File: src/riscv_defines.sv
`default_nettype none

package riscv_defines;

    localparam int ADDR_WIDTH = 32;
    localparam int DATA_WIDTH = 32;

    localparam int ICACHE_WAY_NUM     = 2;  // replacement state is one bit per set
    localparam int ICACHE_BYTE_OFFSET = 2;
    localparam int ICACHE_LINE_OFFSET = 3;
    localparam int ICACHE_LINE_WORDS  = 1 << ICACHE_LINE_OFFSET;
    localparam int ICACHE_LINE_BITS   = ICACHE_LINE_WORDS * DATA_WIDTH;

    typedef enum logic [1:0] {
        FIXED = 2'b00,
        INCR  = 2'b01,
        WRAP  = 2'b10
    } axi_burst_e;

    typedef struct packed {
        logic                  valid;
        logic [ADDR_WIDTH-1:0] pc_addr;
    } fetch_req_t;

    typedef struct packed {
        logic                  valid;
        logic [DATA_WIDTH-1:0] instruction;
    } fetch_resp_t;

    typedef struct packed {
        logic                  valid;
        logic [ADDR_WIDTH-1:0] addr;  // line aligned
    } line_req_t;

    typedef struct packed {
        logic                        valid;
        logic [ICACHE_LINE_BITS-1:0] data;  // word 0 in the low bits
    } line_resp_t;

    typedef struct packed {
        logic                  arvalid;
        logic [ADDR_WIDTH-1:0] araddr;
        logic [7:0]            arlen;
        logic [2:0]            arsize;
        axi_burst_e            arburst;
    } axi_ar_t;

    typedef struct packed {
        logic                  rvalid;
        logic [DATA_WIDTH-1:0] rdata;
        logic [1:0]            rresp;
        logic                  rlast;
    } axi_r_t;

endpackage

`default_nettype wire

File: src/axi_read_master.sv
`default_nettype none

module axi_read_master (
    input  wire logic                       clk,
    input  wire logic                       rst_n,
    input  wire riscv_defines::line_req_t   line_req,
    output riscv_defines::line_resp_t       line_resp,
    output riscv_defines::axi_ar_t          axi_ar,
    input  wire logic                       arready,
    input  wire riscv_defines::axi_r_t      axi_r,
    output logic                            rready
);
    import riscv_defines::*;

    localparam int BEAT_WIDTH = $clog2(ICACHE_LINE_WORDS);

    typedef enum logic [1:0] {
        IDLE,
        ADDR,
        DATA,
        DONE
    } state_e;

    state_e state_q;
    state_e state_d;

    logic [ADDR_WIDTH-1:0]       addr_q;
    logic [BEAT_WIDTH-1:0]       beat_q;
    logic [ICACHE_LINE_BITS-1:0] line_q;
    logic                        r_fire;

    assign r_fire = (state_q == DATA) && axi_r.rvalid;

    always_ff @(posedge clk or negedge rst_n) begin
        if (!rst_n) begin
            state_q <= IDLE;
        end else begin
            state_q <= state_d;
        end
    end

    always_comb begin
        state_d = state_q;
        case (state_q)
            IDLE: if (line_req.valid) state_d = ADDR;
            ADDR: if (arready) state_d = DATA;
            DATA: if (r_fire && axi_r.rlast) state_d = DONE;
            DONE: state_d = IDLE;
            default: state_d = IDLE;
        endcase
    end

    always_ff @(posedge clk) begin
        if (state_q == IDLE && line_req.valid) begin
            addr_q <= line_req.addr;
        end
    end

    always_ff @(posedge clk or negedge rst_n) begin
        if (!rst_n) begin
            beat_q <= '0;
        end else if (state_q == IDLE && line_req.valid) begin
            beat_q <= '0;
        end else if (r_fire) begin
            beat_q <= beat_q + 1'b1;
        end
    end

    // each beat lands in its own word slot
    always_ff @(posedge clk) begin
        if (r_fire) begin
            line_q[beat_q*DATA_WIDTH +: DATA_WIDTH] <= axi_r.rdata;
        end
    end

    // fields only change in idle, so they hold while arvalid waits
    assign axi_ar = '{
        arvalid: (state_q == ADDR),
        araddr:  addr_q,
        arlen:   8'(ICACHE_LINE_WORDS - 1),
        arsize:  3'($clog2(DATA_WIDTH / 8)),
        arburst: INCR
    };

    assign rready = (state_q == DATA);

    assign line_resp = '{
        valid: (state_q == DONE),
        data:  line_q
    };

endmodule

`default_nettype wire

File: config.mk
export PLATFORM = sky130hd
export DESIGN_NAME = axi_read_master
export DESIGN_NICKNAME = d
export VERILOG_FILES = /design/src/riscv_defines.sv /design/src/axi_read_master.sv
export SDC_FILE = /design/constraint.sdc
export NUM_CORES = 1
export LEC_CHECK = 0
export CAP_MARGIN = 5
export CORE_AREA = 2 2 147 149
export DETAILED_ROUTE_END_ITERATION = 7
export DIE_AREA = 0 0 149 151
export DONT_BUFFER_PORTS = 1
export GPL_TIMING_DRIVEN = 0
export PLACE_DENSITY = 0.79
export SETUP_SLACK_MARGIN = 0.05
export SLEW_MARGIN = 20
export SYNTH_ARGS = -nofsm -noshare
export SYNTH_HDL_FRONTEND = slang
export SYNTH_SLANG_ARGS = --single-unit
File: constraint.sdc
create_clock -name clk -period 12.5 [get_ports clk]
set_input_delay 2.5 -clock clk [delete_from_list [all_inputs] [get_ports clk]]
set_output_delay 2.5 -clock clk [all_outputs]
set_load 0.005 [all_outputs]
# == Yosys cells after proc, flatten, opt, wreduce, memory -nomap -nowiden ==
# Index checks and enable logic that the tools add are counted.
# totals
regBits,293
input_bits,72
elab_cells,27
# op_classes
eq_ne,6
shift,2
reduce_logical,6
addsub,2
muxes,7
# ops
operator,count
$bwmux 256,1
$shift 32x34->256 const A,1
$shiftx 32x34->256,1
$neg 8->34,1
$pmux 2 s4,1
$mux 2,3
$mux 3,2
$eq 2x2->1 const B,2
$ne 2x1->1 const B,2
$add 3x1->3 const B,1
$logic_and 1x1->1,3
$reduce_and 3->1,1
$eq 2x1->1 const B,1
$logic_not 2->1,1
$ne 2x2->1 const B,1
$reduce_bool 2->1,1

# == Logic depth before layout (Yosys ltp) ==
# Gate-level depths: netlist (run 1).
# logic_depth
depth_word,5
mapped_depth,8
mapped_depth_nobuf,6

# == Worst setup path after synthesis (run 1) ==
# No wires, ideal clock.
# synth_path
path_kind,input to register
from,input axi_r[35] (netlist name)
to,register line_q[192] (enable)
setup_ps,501
stages,2
setup_slack_ps,6278
arrival_time_ps,5721
cell_sequence,nand2_1 nor4_1
# synth_between
elab_chain_cells,1
# synth_lines
item,line,rtl
start: declaration,axi_read_master.sv:10,"input wire riscv_defines::axi_r_t axi_r,"
$logic_and 1x1->1,axi_read_master.sv:32,assign r_fire = (state_q == DATA) && axi_r.rvalid;
end signal: indexed assignment,axi_read_master.sv:72,line_q[beat_q*DATA_WIDTH +: DATA_WIDTH] <= axi_r.rdata;
end: declaration,axi_read_master.sv:29,logic [ICACHE_LINE_BITS-1:0] line_q;
# Every way passes these cells.
# A chain may end at the register's enable or synchronous reset.

# == Worst setup path in the final report (run 1) ==
# layout_path
from,input axi_r[35] (netlist name)
to,register line_q[213] (enable)
# The elaborated chain is that of the path after synthesis.

==> results by stage, run 1 <==
Flow run:
- Across the run, the number of max-cap violations was 0.

Timing:
- Static timing analysis puts the maximum clock frequency at 242 MHz.
- The final worst clock skew is 0.00937 ns.
- Setup repair after global routing left no endpoint under its margin.
- The hold violation count in the final report came to 0.
- Measured against its own limit, the worst slew margin works out to 26.4%.
- Of the available clock period, the critical path in the final layout requires 33.1%.
- The final number of max-transition violations came to 0.
- The minimum hold slack is 0.594 ns.
- The setup total negative slack is 0 ns.
- Setup violations remaining at the end of the flow were counted as 0.
- For the pin with the worst max-slew slack, the measured transition is 1.09 ns.
- The time the worst path needs with I/O delays and setup is 4.13 ns.

Route:
- The number of detailed-route iterations in the first pass is 5.
- Once detail routing completed, the nets flagged for antenna violations numbered 0.
- The number of vias in the routed layout is 5857.
- Summed over all layers, the routed wires come to 29.9 mm.
- Using the TritonRoute via totals, the vias-per-cell ratio works out to 5.63.
- The iteration-0 DRC count of the detailed router is 527.
- In the final routed layout, each cell accounts on average for 28.7 um.
- For this run, design rule violations remaining after detail routing come to 0.

Global routing:
- The global-route wire length before repair is 41.8 mm.
- The busiest metal layer after global routing is met2.
- The fraction of met3 tracks used by global routing is 7.41%.
- The via count of the first global-routing pass was 5864.
- The global-route met2 utilization is 43.6%.
- Global routing used 25.9% of the available tracks across all layers.
- For this run, global-route usage on met1 was measured as 33.3%.
- The global-route congestion overflow total is 0.
- The largest net degree at the start of global routing is 36.
- The number of antenna violations at the first check in global routing is 1.

Power and ir drop:
- Internal power comes to 1.82 mW.
- The switching power total is 713 uW.
- The cell area power density is 203 nW/um^2.
- Per report_power, the combinational group accounts for 17.3% of the total.
- Across the VDD grid, the largest voltage drop is 0.111 mV.
- Net switching is 28.1% of the power.
- In this run, the clock network consumes 36.1% of the power.
- The sequential group share of total power is 46.7%.
- The static leakage is 4.03 nW.

Floorplan:
- 376 I/O pins were placed.
- The starting density of the core is 51.9%.
- The floorplan has 53 rows.
- The die covers 22500 um^2.
- The core outline area is 20800 um^2.
- The die outline height is 151 um.
- In this run the horizontal extent of the chip is 149 um.

Clock network:
- The number of hold buffers added after CTS is 0.
- The maximum level of the CTS H-tree is 1.
- In this run the deepest clock path goes through 3 buffers.
- The CTS tree is yes.
- Clock-pin slew was measured on the worst setup and hold paths at 0.06 ns.
- The buffers inserted during post-CTS setup optimization is 0.
- The clock buffer count from CTS is 29.
- The clock sink total is 293.
- The cell chosen for the clock root is clkbuf_16.
- Post-CTS repair changed the size of 0 cells.
- The later pin in the worst-skew pair is clocked with a latency of 0.53 ns.

Setup path:
- Along the worst path, the maximum fanout reaches 7.
- The startpoint identified for the worst register-to-register timing path is beat_q[0].
- The worst stage delay on the critical path is 0.68 ns.
- The category of the worst setup path capture point is a flip-flop.
- The endpoint identified for the worst register-to-register timing path is line_q[253].
- The critical path's top delay family is buffers and inverters.
- The worst reg2reg path depth is 9.
- The critical path start-end classification is input port to flip-flop.
- The arrival time of data at the critical path endpoint is 4.36 ns.
- The start point of the critical path is axi_r[35].
- The startpoint kind of the worst setup timing path is an input port.
- The critical path data required time is 12.73 ns.
- The most prevalent standard cell on the critical path is buf_2.
- Traced cell by cell, the critical path runs through nand2_1 -> nor4_2 -> buf_4 -> buf_2 -> buf_2 -> buf_2.
- For this design, the slowest cell found on the critical path is nor4_2.
- In this run the number of cells on the critical path is 6.
- Setup slack on the worst reg-to-reg path comes out at 8.96 ns.
- The capture point of the critical path is line_q[213].
- The worst path buffer plus inverter count is 4.

Synthesis:
- Counting flops and latches in the post-synthesis netlist gives 293.
- The Yosys step of the flow raised 0 warnings.
- In the synthesized netlist, mux cells make up 0.104% of the area.
- Of the synthesized area, sequential elements account for 81.2%.
- Synthesis produced 681 cells.
- The largest area contributor in the netlist is edfxtp_1.
- Sorting the synthesized cells by area gives the leading types as edfxtp_1, and2_1, nor2_1.
- The synthesized netlist contains 29 unique library cells.
- The adder-cell area share of the yosys netlist is 0.926%.
- The main combinational cell family by area after synthesis is simple AND/OR/NAND/NOR gates.
- The share of synthesized area in the top cell type comes to 80.0%.
- The cell area that synthesis handed to floorplanning was 10800 um^2.
- The mean instance size in the synthesized netlist is 15.9 um^2.
- The xor and xnor area share after synthesis is 0.162%.
- The share of the synthesized area in compound gates (AO/OA/AOI/OAI) is 0.289%.
- The synthesized netlist devotes 14.8% of its cell area to simple gates.

Placement:
- Detailed placement finished with a half-perimeter wire length of 22.0 mm.
- The number of input and output port buffers inserted is 0.
- The global placement routability congestion is 0.815.

Cells and area:
- The number of inserted diodes is 0.
- Summing all multi-input logic gate instances after layout gives 1860 um^2.
- Relative to the synthesized area, the layout overhead comes to 15.5%.
- Leaving out fill and tap cells, the most frequent cells in the layout are edfxtp_1, and2_1, nor2_1, nand2_1, clkbuf_16.
- Of the cells placed in the final design, the portion with a size suffix greater than 1 is 12.4%.
- For this run, the post-layout net count is 823.
- The most frequent standard cell in the layout excluding fill and tap cells is edfxtp_1.
- The layout has 1545 filler cells.
- Across the whole layout, storage elements account for 8770 um^2.

Run status:
- The flow ran to the end, and the final reports show no timing, DRC or antenna violations.

Hold path:
- The type of the tightest min-delay check is flip-flop to flip-flop.
-- cells by family (layout without fill, tap and decap cells) --
kind of cell,Yosys count,after routing
and+or+nand+nor,321,321
DFF,293,293
buffers and inverters,50,123
adders and majority gates,8,8
AOI/OAI and AO/OA,4,4
other,2,13
xor gates and xnor gates,2,2
muxes,1,1
-- routing by layer --
layer,share of wire (%),vias up
met4,2.0,2
met3,11,41
met5,0.033,-
li1,-,2470
met2,50,385
met1,38,2959
-- area by class of cell --
class,count,share of cell area [%]
multi-input cells,349,14.9
clock inverters,21,2.13
well taps,275,2.76
repair buffers,20,1.85
clock buffers,32,5.91
inverters,7,0.211
flip-flops and latches,293,70.3
plain buffers,43,1.90
-- synth_stat cells --
library cell / count
edfxtp_1: 288
and2_1: 129
nor2_1: 128
nand2_1: 38
clkbuf_1: 25
buf_4: 14
ha_1: 8
inv_1: 7
and3_1: 6
dfrtp_1: 5
nor3_1: 5
nand3_1: 4
buf_6: 3
nor2b_1: 3
conb_1: 2
nor4_1: 2
xnor2_1: 2
a21oi_1: 1
a221oi_1: 1
and3b_1: 1
buf_2: 1
mux2_2: 1
nand2b_1: 1
nand3b_1: 1
nor4b_4: 1
o21bai_1: 1
o32a_1: 1
or2_2: 1
or3_1: 1
-- registers in the layout, summed over array words and instances, names as in the netlist --
register and count:
addr_q 32, beat_q 3, line_q 256, state_q 2
-- how the worst min path moves through the flow --
stage               start          to  slack [ns]  cells after the start
3_3_place_gp   state_q[1]  state_q[1]        0.56                      1
6_report       state_q[1]  state_q[1]        0.59                      1
3_5_place_dp   state_q[1]  state_q[1]        0.58                      1
5_1_grt         beat_q[1]   beat_q[1]        0.62                      2
2_1_floorplan  state_q[0]  state_q[0]        0.53                      1
4_1_cts        state_q[1]  state_q[1]        0.59                      1
-- per-stage QoR --
| step | power [mW] | util, % | instance area (um^2) | setup slack [ns] | cells |
|---|---|---|---|---|---|
| final | 2.54 | 59.9 | 12500 | 8.37 | 1040 |
| after global routing | 2.63 | 59.9 | 12500 | 8.31 | 1040 |
| after CTS | 2.54 | 59.9 | 12500 | 8.37 | 1040 |
| after detailed placement | 1.64 | 55.1 | 11500 | 7.83 | 987 |
| after global placement | 1.62 | 53.8 | 11200 | 4.13 | 967 |
| after floorplan | 1.47 | - | 10800 | 6.28 | 692 |
-- power by group through the flow --
stage / combinational (mW) / sequential [mW] / clock [mW]
2_1_floorplan: 0.277 / 1.19 / 0
3_3_place_gp: 0.411 / 1.21 / 0
3_5_place_dp: 0.440 / 1.20 / 0
4_1_cts: 0.442 / 1.18 / 0.918
5_1_grt: 0.483 / 1.19 / 0.956
6_report: 0.439 / 1.18 / 0.914
(Power assumes the default switching activity.)
==> run 2, diff against run 1 <==
==> constraint.sdc (replaced) <==
create_clock -name clk -period 3.85 [get_ports clk]
set_input_delay 0.77 -clock clk [delete_from_list [all_inputs] [get_ports clk]]
set_output_delay 0.77 -clock clk [all_outputs]
set_load 0.005 [all_outputs]
==> results by stage, run 2 (synthesis gave the netlist of run 1 again) <==
Run status:
- Status: complete, no violations (unchanged).

Cells and area:
- The number of nets in the final layout is 822 (was 823).
- The number of flip-flops in the largest register is 256 (unchanged).
- The storage element area is 8770 um^2 (unchanged).
- The final core area utilization was 59.6% (was 59.9%).
- The most frequent standard cell in the layout excluding fill and tap cells was edfxtp_1 (unchanged).
- The register name with the most flops is line_q (unchanged).
- The number of inserted diodes came to 0 (unchanged).
- Highest-count cells in the layout ignoring fill and taps: edfxtp_1, and2_1, nor2_1, nand2_1, clkbuf_1 (was edfxtp_1, and2_1, nor2_1, nand2_1, clkbuf_16).
- The final design area excluding fillers came to 12400 um^2 (was 12500 um^2).
- The area added between synthesis and finish is 14.7% (was 15.5%).
- Largest registers: line_q (256), addr_q (32), beat_q (3) (unchanged).
- The number of fill cells is 1556 (was 1545).
- The area occupied by multi-input gates came to 1880 um^2 (was 1860 um^2).
- The ratio of cells with drive above 1 in the final layout is 11.8% (was 12.4%).

Clock network:
- The maximum buffer depth of the clock tree came to 3 (unchanged).
- The clock input transition at the sequential cells of the worst setup and hold paths came to 0.07 ns (was 0.06 ns).
- The clock buffer count from CTS is 29 (unchanged).
- The maximum level of the CTS H-tree is 1 (unchanged).
- The clock sink total is 293 (unchanged).
- The CTS tree is yes (unchanged).
- The number of gates resized after cts is 0 (unchanged).
- The cell chosen for the clock root is clkbuf_16 (unchanged).
- The source-to-sink clock delay at the later pin of the worst-skew pair is 0.55 ns (was 0.53 ns).

Floorplan:
- The core outline area is 20800 um^2 (unchanged).
- The number of placement rows is 53 (unchanged).
- The overall die area was 22500 um^2 (unchanged).
- The die outline height is 151 um (unchanged).
- The die width is 149 um (unchanged).
- The starting density of the core came to 51.9% (unchanged).
- The boundary pin count is 376 (unchanged).

Global routing:
- The number of antenna violations at the first check in global routing is 0 (was 1).
- The global-route wire length before repair is 41.9 mm (was 41.8 mm).
- The overall fraction of global-route tracks in use was 26.0% (was 25.9%).
- The global-route congestion overflow total came to 0 (unchanged).
- The largest net degree at the start of global routing is 36 (unchanged).
- The via count of the first global-routing pass is 5882 (was 5864).

Placement:
- The placed instance area is 11500 um^2 (about the same).
- The global placement routability congestion was 0.852 (was 0.815).
- The number of input and output port buffers inserted is 0 (unchanged).
- The HPWL after detailed placement is 21.7 mm (was 22.0 mm).

Route:
- The post-detailed-route count of antenna-violating nets came to 0 (unchanged).
- The wire length reported by the detailed router is 30.1 mm (was 29.9 mm).
- The DRC violation count after routing came to 0 (unchanged).
- The met2 layer wire length in the routed design is 14.9 mm (was 14.8 mm).
- The number of detailed-route iterations in the first pass came to 7 (was 5).
- The number of vias in the routed layout came to 5920 (was 5857).
- The routed length on met1 is 11.1 mm (was 11.3 mm).
- The iteration-0 DRC count of the detailed router was 577 (was 527).
- The number of vias per cell after detailed routing is 5.71 (was 5.63).
- The top layer used by detailed routing is met4 (was met5).
- The routed length per placed instance came to 29.0 um (was 28.7 um).
- The length of routed met3 wiring is 3.42 mm (was 3.16 mm).

Timing:
- The setup total negative slack is 0 ns (unchanged).
- The time the worst path needs with I/O delays and setup is 3.38 ns.
- The worst relative slew slack came to 37.9% (was 26.4%).
- The number of setup violations in the final report is 0 (unchanged).
- The post-route clock period utilization is 87.7%.
- The final worst clock skew is 0.00968 ns (was 0.00937 ns).
- The transition time at the pin with the least slew margin is 0.922 ns (was 1.09 ns).
- The hold violation count in the final report was 0 (unchanged).
- Setup repair after global routing missed its margin: no (unchanged).
- The top achievable clock speed is 296 MHz.
- The final number of max-transition violations came to 0 (unchanged).
- The minimum hold slack is 0.316 ns (was 0.594 ns).

Setup path:
- The critical register-to-register path startpoint is beat_q[0] (unchanged).
- The category of the worst setup path capture point is a flip-flop (unchanged).
- The critical path data required time came to 4.10 ns (was 12.73 ns).
- The arrival time of data at the critical path endpoint is 3.62 ns (was 4.36 ns).
- Cell Chain, Critical Path: inv_1 -> ha_1 -> ha_1 -> clkbuf_1 -> nor2_1 -> nand2_1 -> clkbuf_1 -> nor2_4 -> buf_16 (was nand2_1 -> nor4_2 -> buf_4 -> buf_2 -> buf_2 -> buf_2).
- The critical path start-end classification is flip-flop to flip-flop (was input port to flip-flop).
- The worst stage delay on the critical path is 0.49 ns (was 0.68 ns).
- The startpoint kind of the worst setup timing path is a flip-flop (was input port).
- The cell with the largest stage delay on the worst path is dfrtp_1 (was nor4_2).
- The worst path buffer plus inverter count is 4 (unchanged).
- The maximum fanout count along the critical path came to 19 (was 7).
- The start point of the critical path is beat_q[0] (was axi_r[35]).
- The worst reg2reg path depth is 9 (unchanged).
- The critical path depth in cells was 9 (was 6).
- The endpoint of the lowest-slack register-to-register path is line_q[240] (was line_q[253]).
- The capture point of the critical path is line_q[240] (was line_q[213]).
- The critical path's top delay family was buffers and inverters (unchanged).
- The minimum setup slack among reg-to-reg paths is 0.47 ns (was 8.96 ns).

Power and ir drop:
- The share of power burned in combinational logic came to 18.2% (was 17.3%).
- The sequential group share of total power is 48.1% (was 46.7%).
- The clock share of power is 33.7% (was 36.1%).
- The total internal power is 5.66 mW (was 1.82 mW).
- The peak supply drop came to 0.414 mV (was 0.111 mV).
- The static leakage came to 3.98 nW (was 4.03 nW).
- The cell area power density is 645 nW/um^2 (was 203 nW/um^2).
- The switching power total is 2.35 mW (was 713 uW).
- The switching power as a share of total power was 29.3% (was 28.1%).

Flow run:
- The number of maximum-capacitance constraint violations is 0 (unchanged).

Hold path:
- The type of the tightest min-delay check is input port to flip-flop (was flip-flop to flip-flop).
run 2: cell types whose count changed in the layout (fill, tap and decap cells not counted), moves of 3 or more:
cell	delta
buf_8	+3
buf_16	-3
buf_2	-4
clkinv_4	+4
bufinv_16	-4
buf_12	+4
run 2: stage by stage:
step	worst slack, ns	cells	power (mW)
2_1_floorplan	-0.301	692	4.78
3_3_place_gp	-2.22	967	5.26
3_5_place_dp	0.0998	984	5.37
4_1_cts	0.0969	1035	8.05
5_1_grt	0.284	1036	8.28
6_report	0.473	1036	8.00
run 2: layout make-up:
type | instances | share of cell area (%)
flip-flops and latches | 293 | 70.7
well taps | 275 | 2.77
multi-input cells | 349 | 15.2
plain buffers | 43 | 1.92
clock inverters | 16 | 1.24
clock buffers | 34 | 6.00
repair buffers | 19 | 1.95
inverters | 7 | 0.212
run 2: worst reg2reg max path, cell delays in order (launching register included):
cell	delay, ns
dfrtp_1	0.49
inv_1	0.17
ha_1	0.25
ha_1	0.27
clkbuf_1	0.25
nor2_1	0.39
nand2_1	0.38
clkbuf_1	0.42
nor2_4	0.27
buf_16	0.20
run 2: timing repair:
| action | in CTS | in global routing |
|---|---|---|
| setup buffers | 0 | 1 |
| endpoints found under the setup margin | 0 | 19 |
| hold buffers | 1 | 0 |
| endpoints found under the hold margin | 5 | 0 |
run 2: metal layers:
metal / up-vias / track usage (%)
met1: 2993 / 33.2
met2: 405 / 43.5
met3: 55 / 8.04
li1: 2467 / -
met4: 0 / 7.00
met5: - / 0
run 2: worst min path at each step:
stage / start / endpoint / slack [ns] / depth (start not counted)
global route: line_req[16] / addr_q[16] / 0.29 / 0
floorplan: rst_n / beat_q[0] / 0.47 / 0
CTS: line_req[9] / addr_q[9] / 0.30 / 0
detailed placement: rst_n / state_q[0] / 0.47 / 0
global placement: rst_n / state_q[0] / 0.47 / 0
finish: line_req[9] / addr_q[9] / 0.32 / 0
run 2: power groups by stage:
stage / combinational [mW] / clock (mW) / sequential, mW
finish: 1.46 / 2.70 / 3.85
global placement: 1.35 / 0 / 3.91
detailed placement: 1.46 / 0 / 3.91
global route: 1.59 / 2.83 / 3.86
CTS: 1.47 / 2.73 / 3.85
floorplan: 0.908 / 0 / 3.87
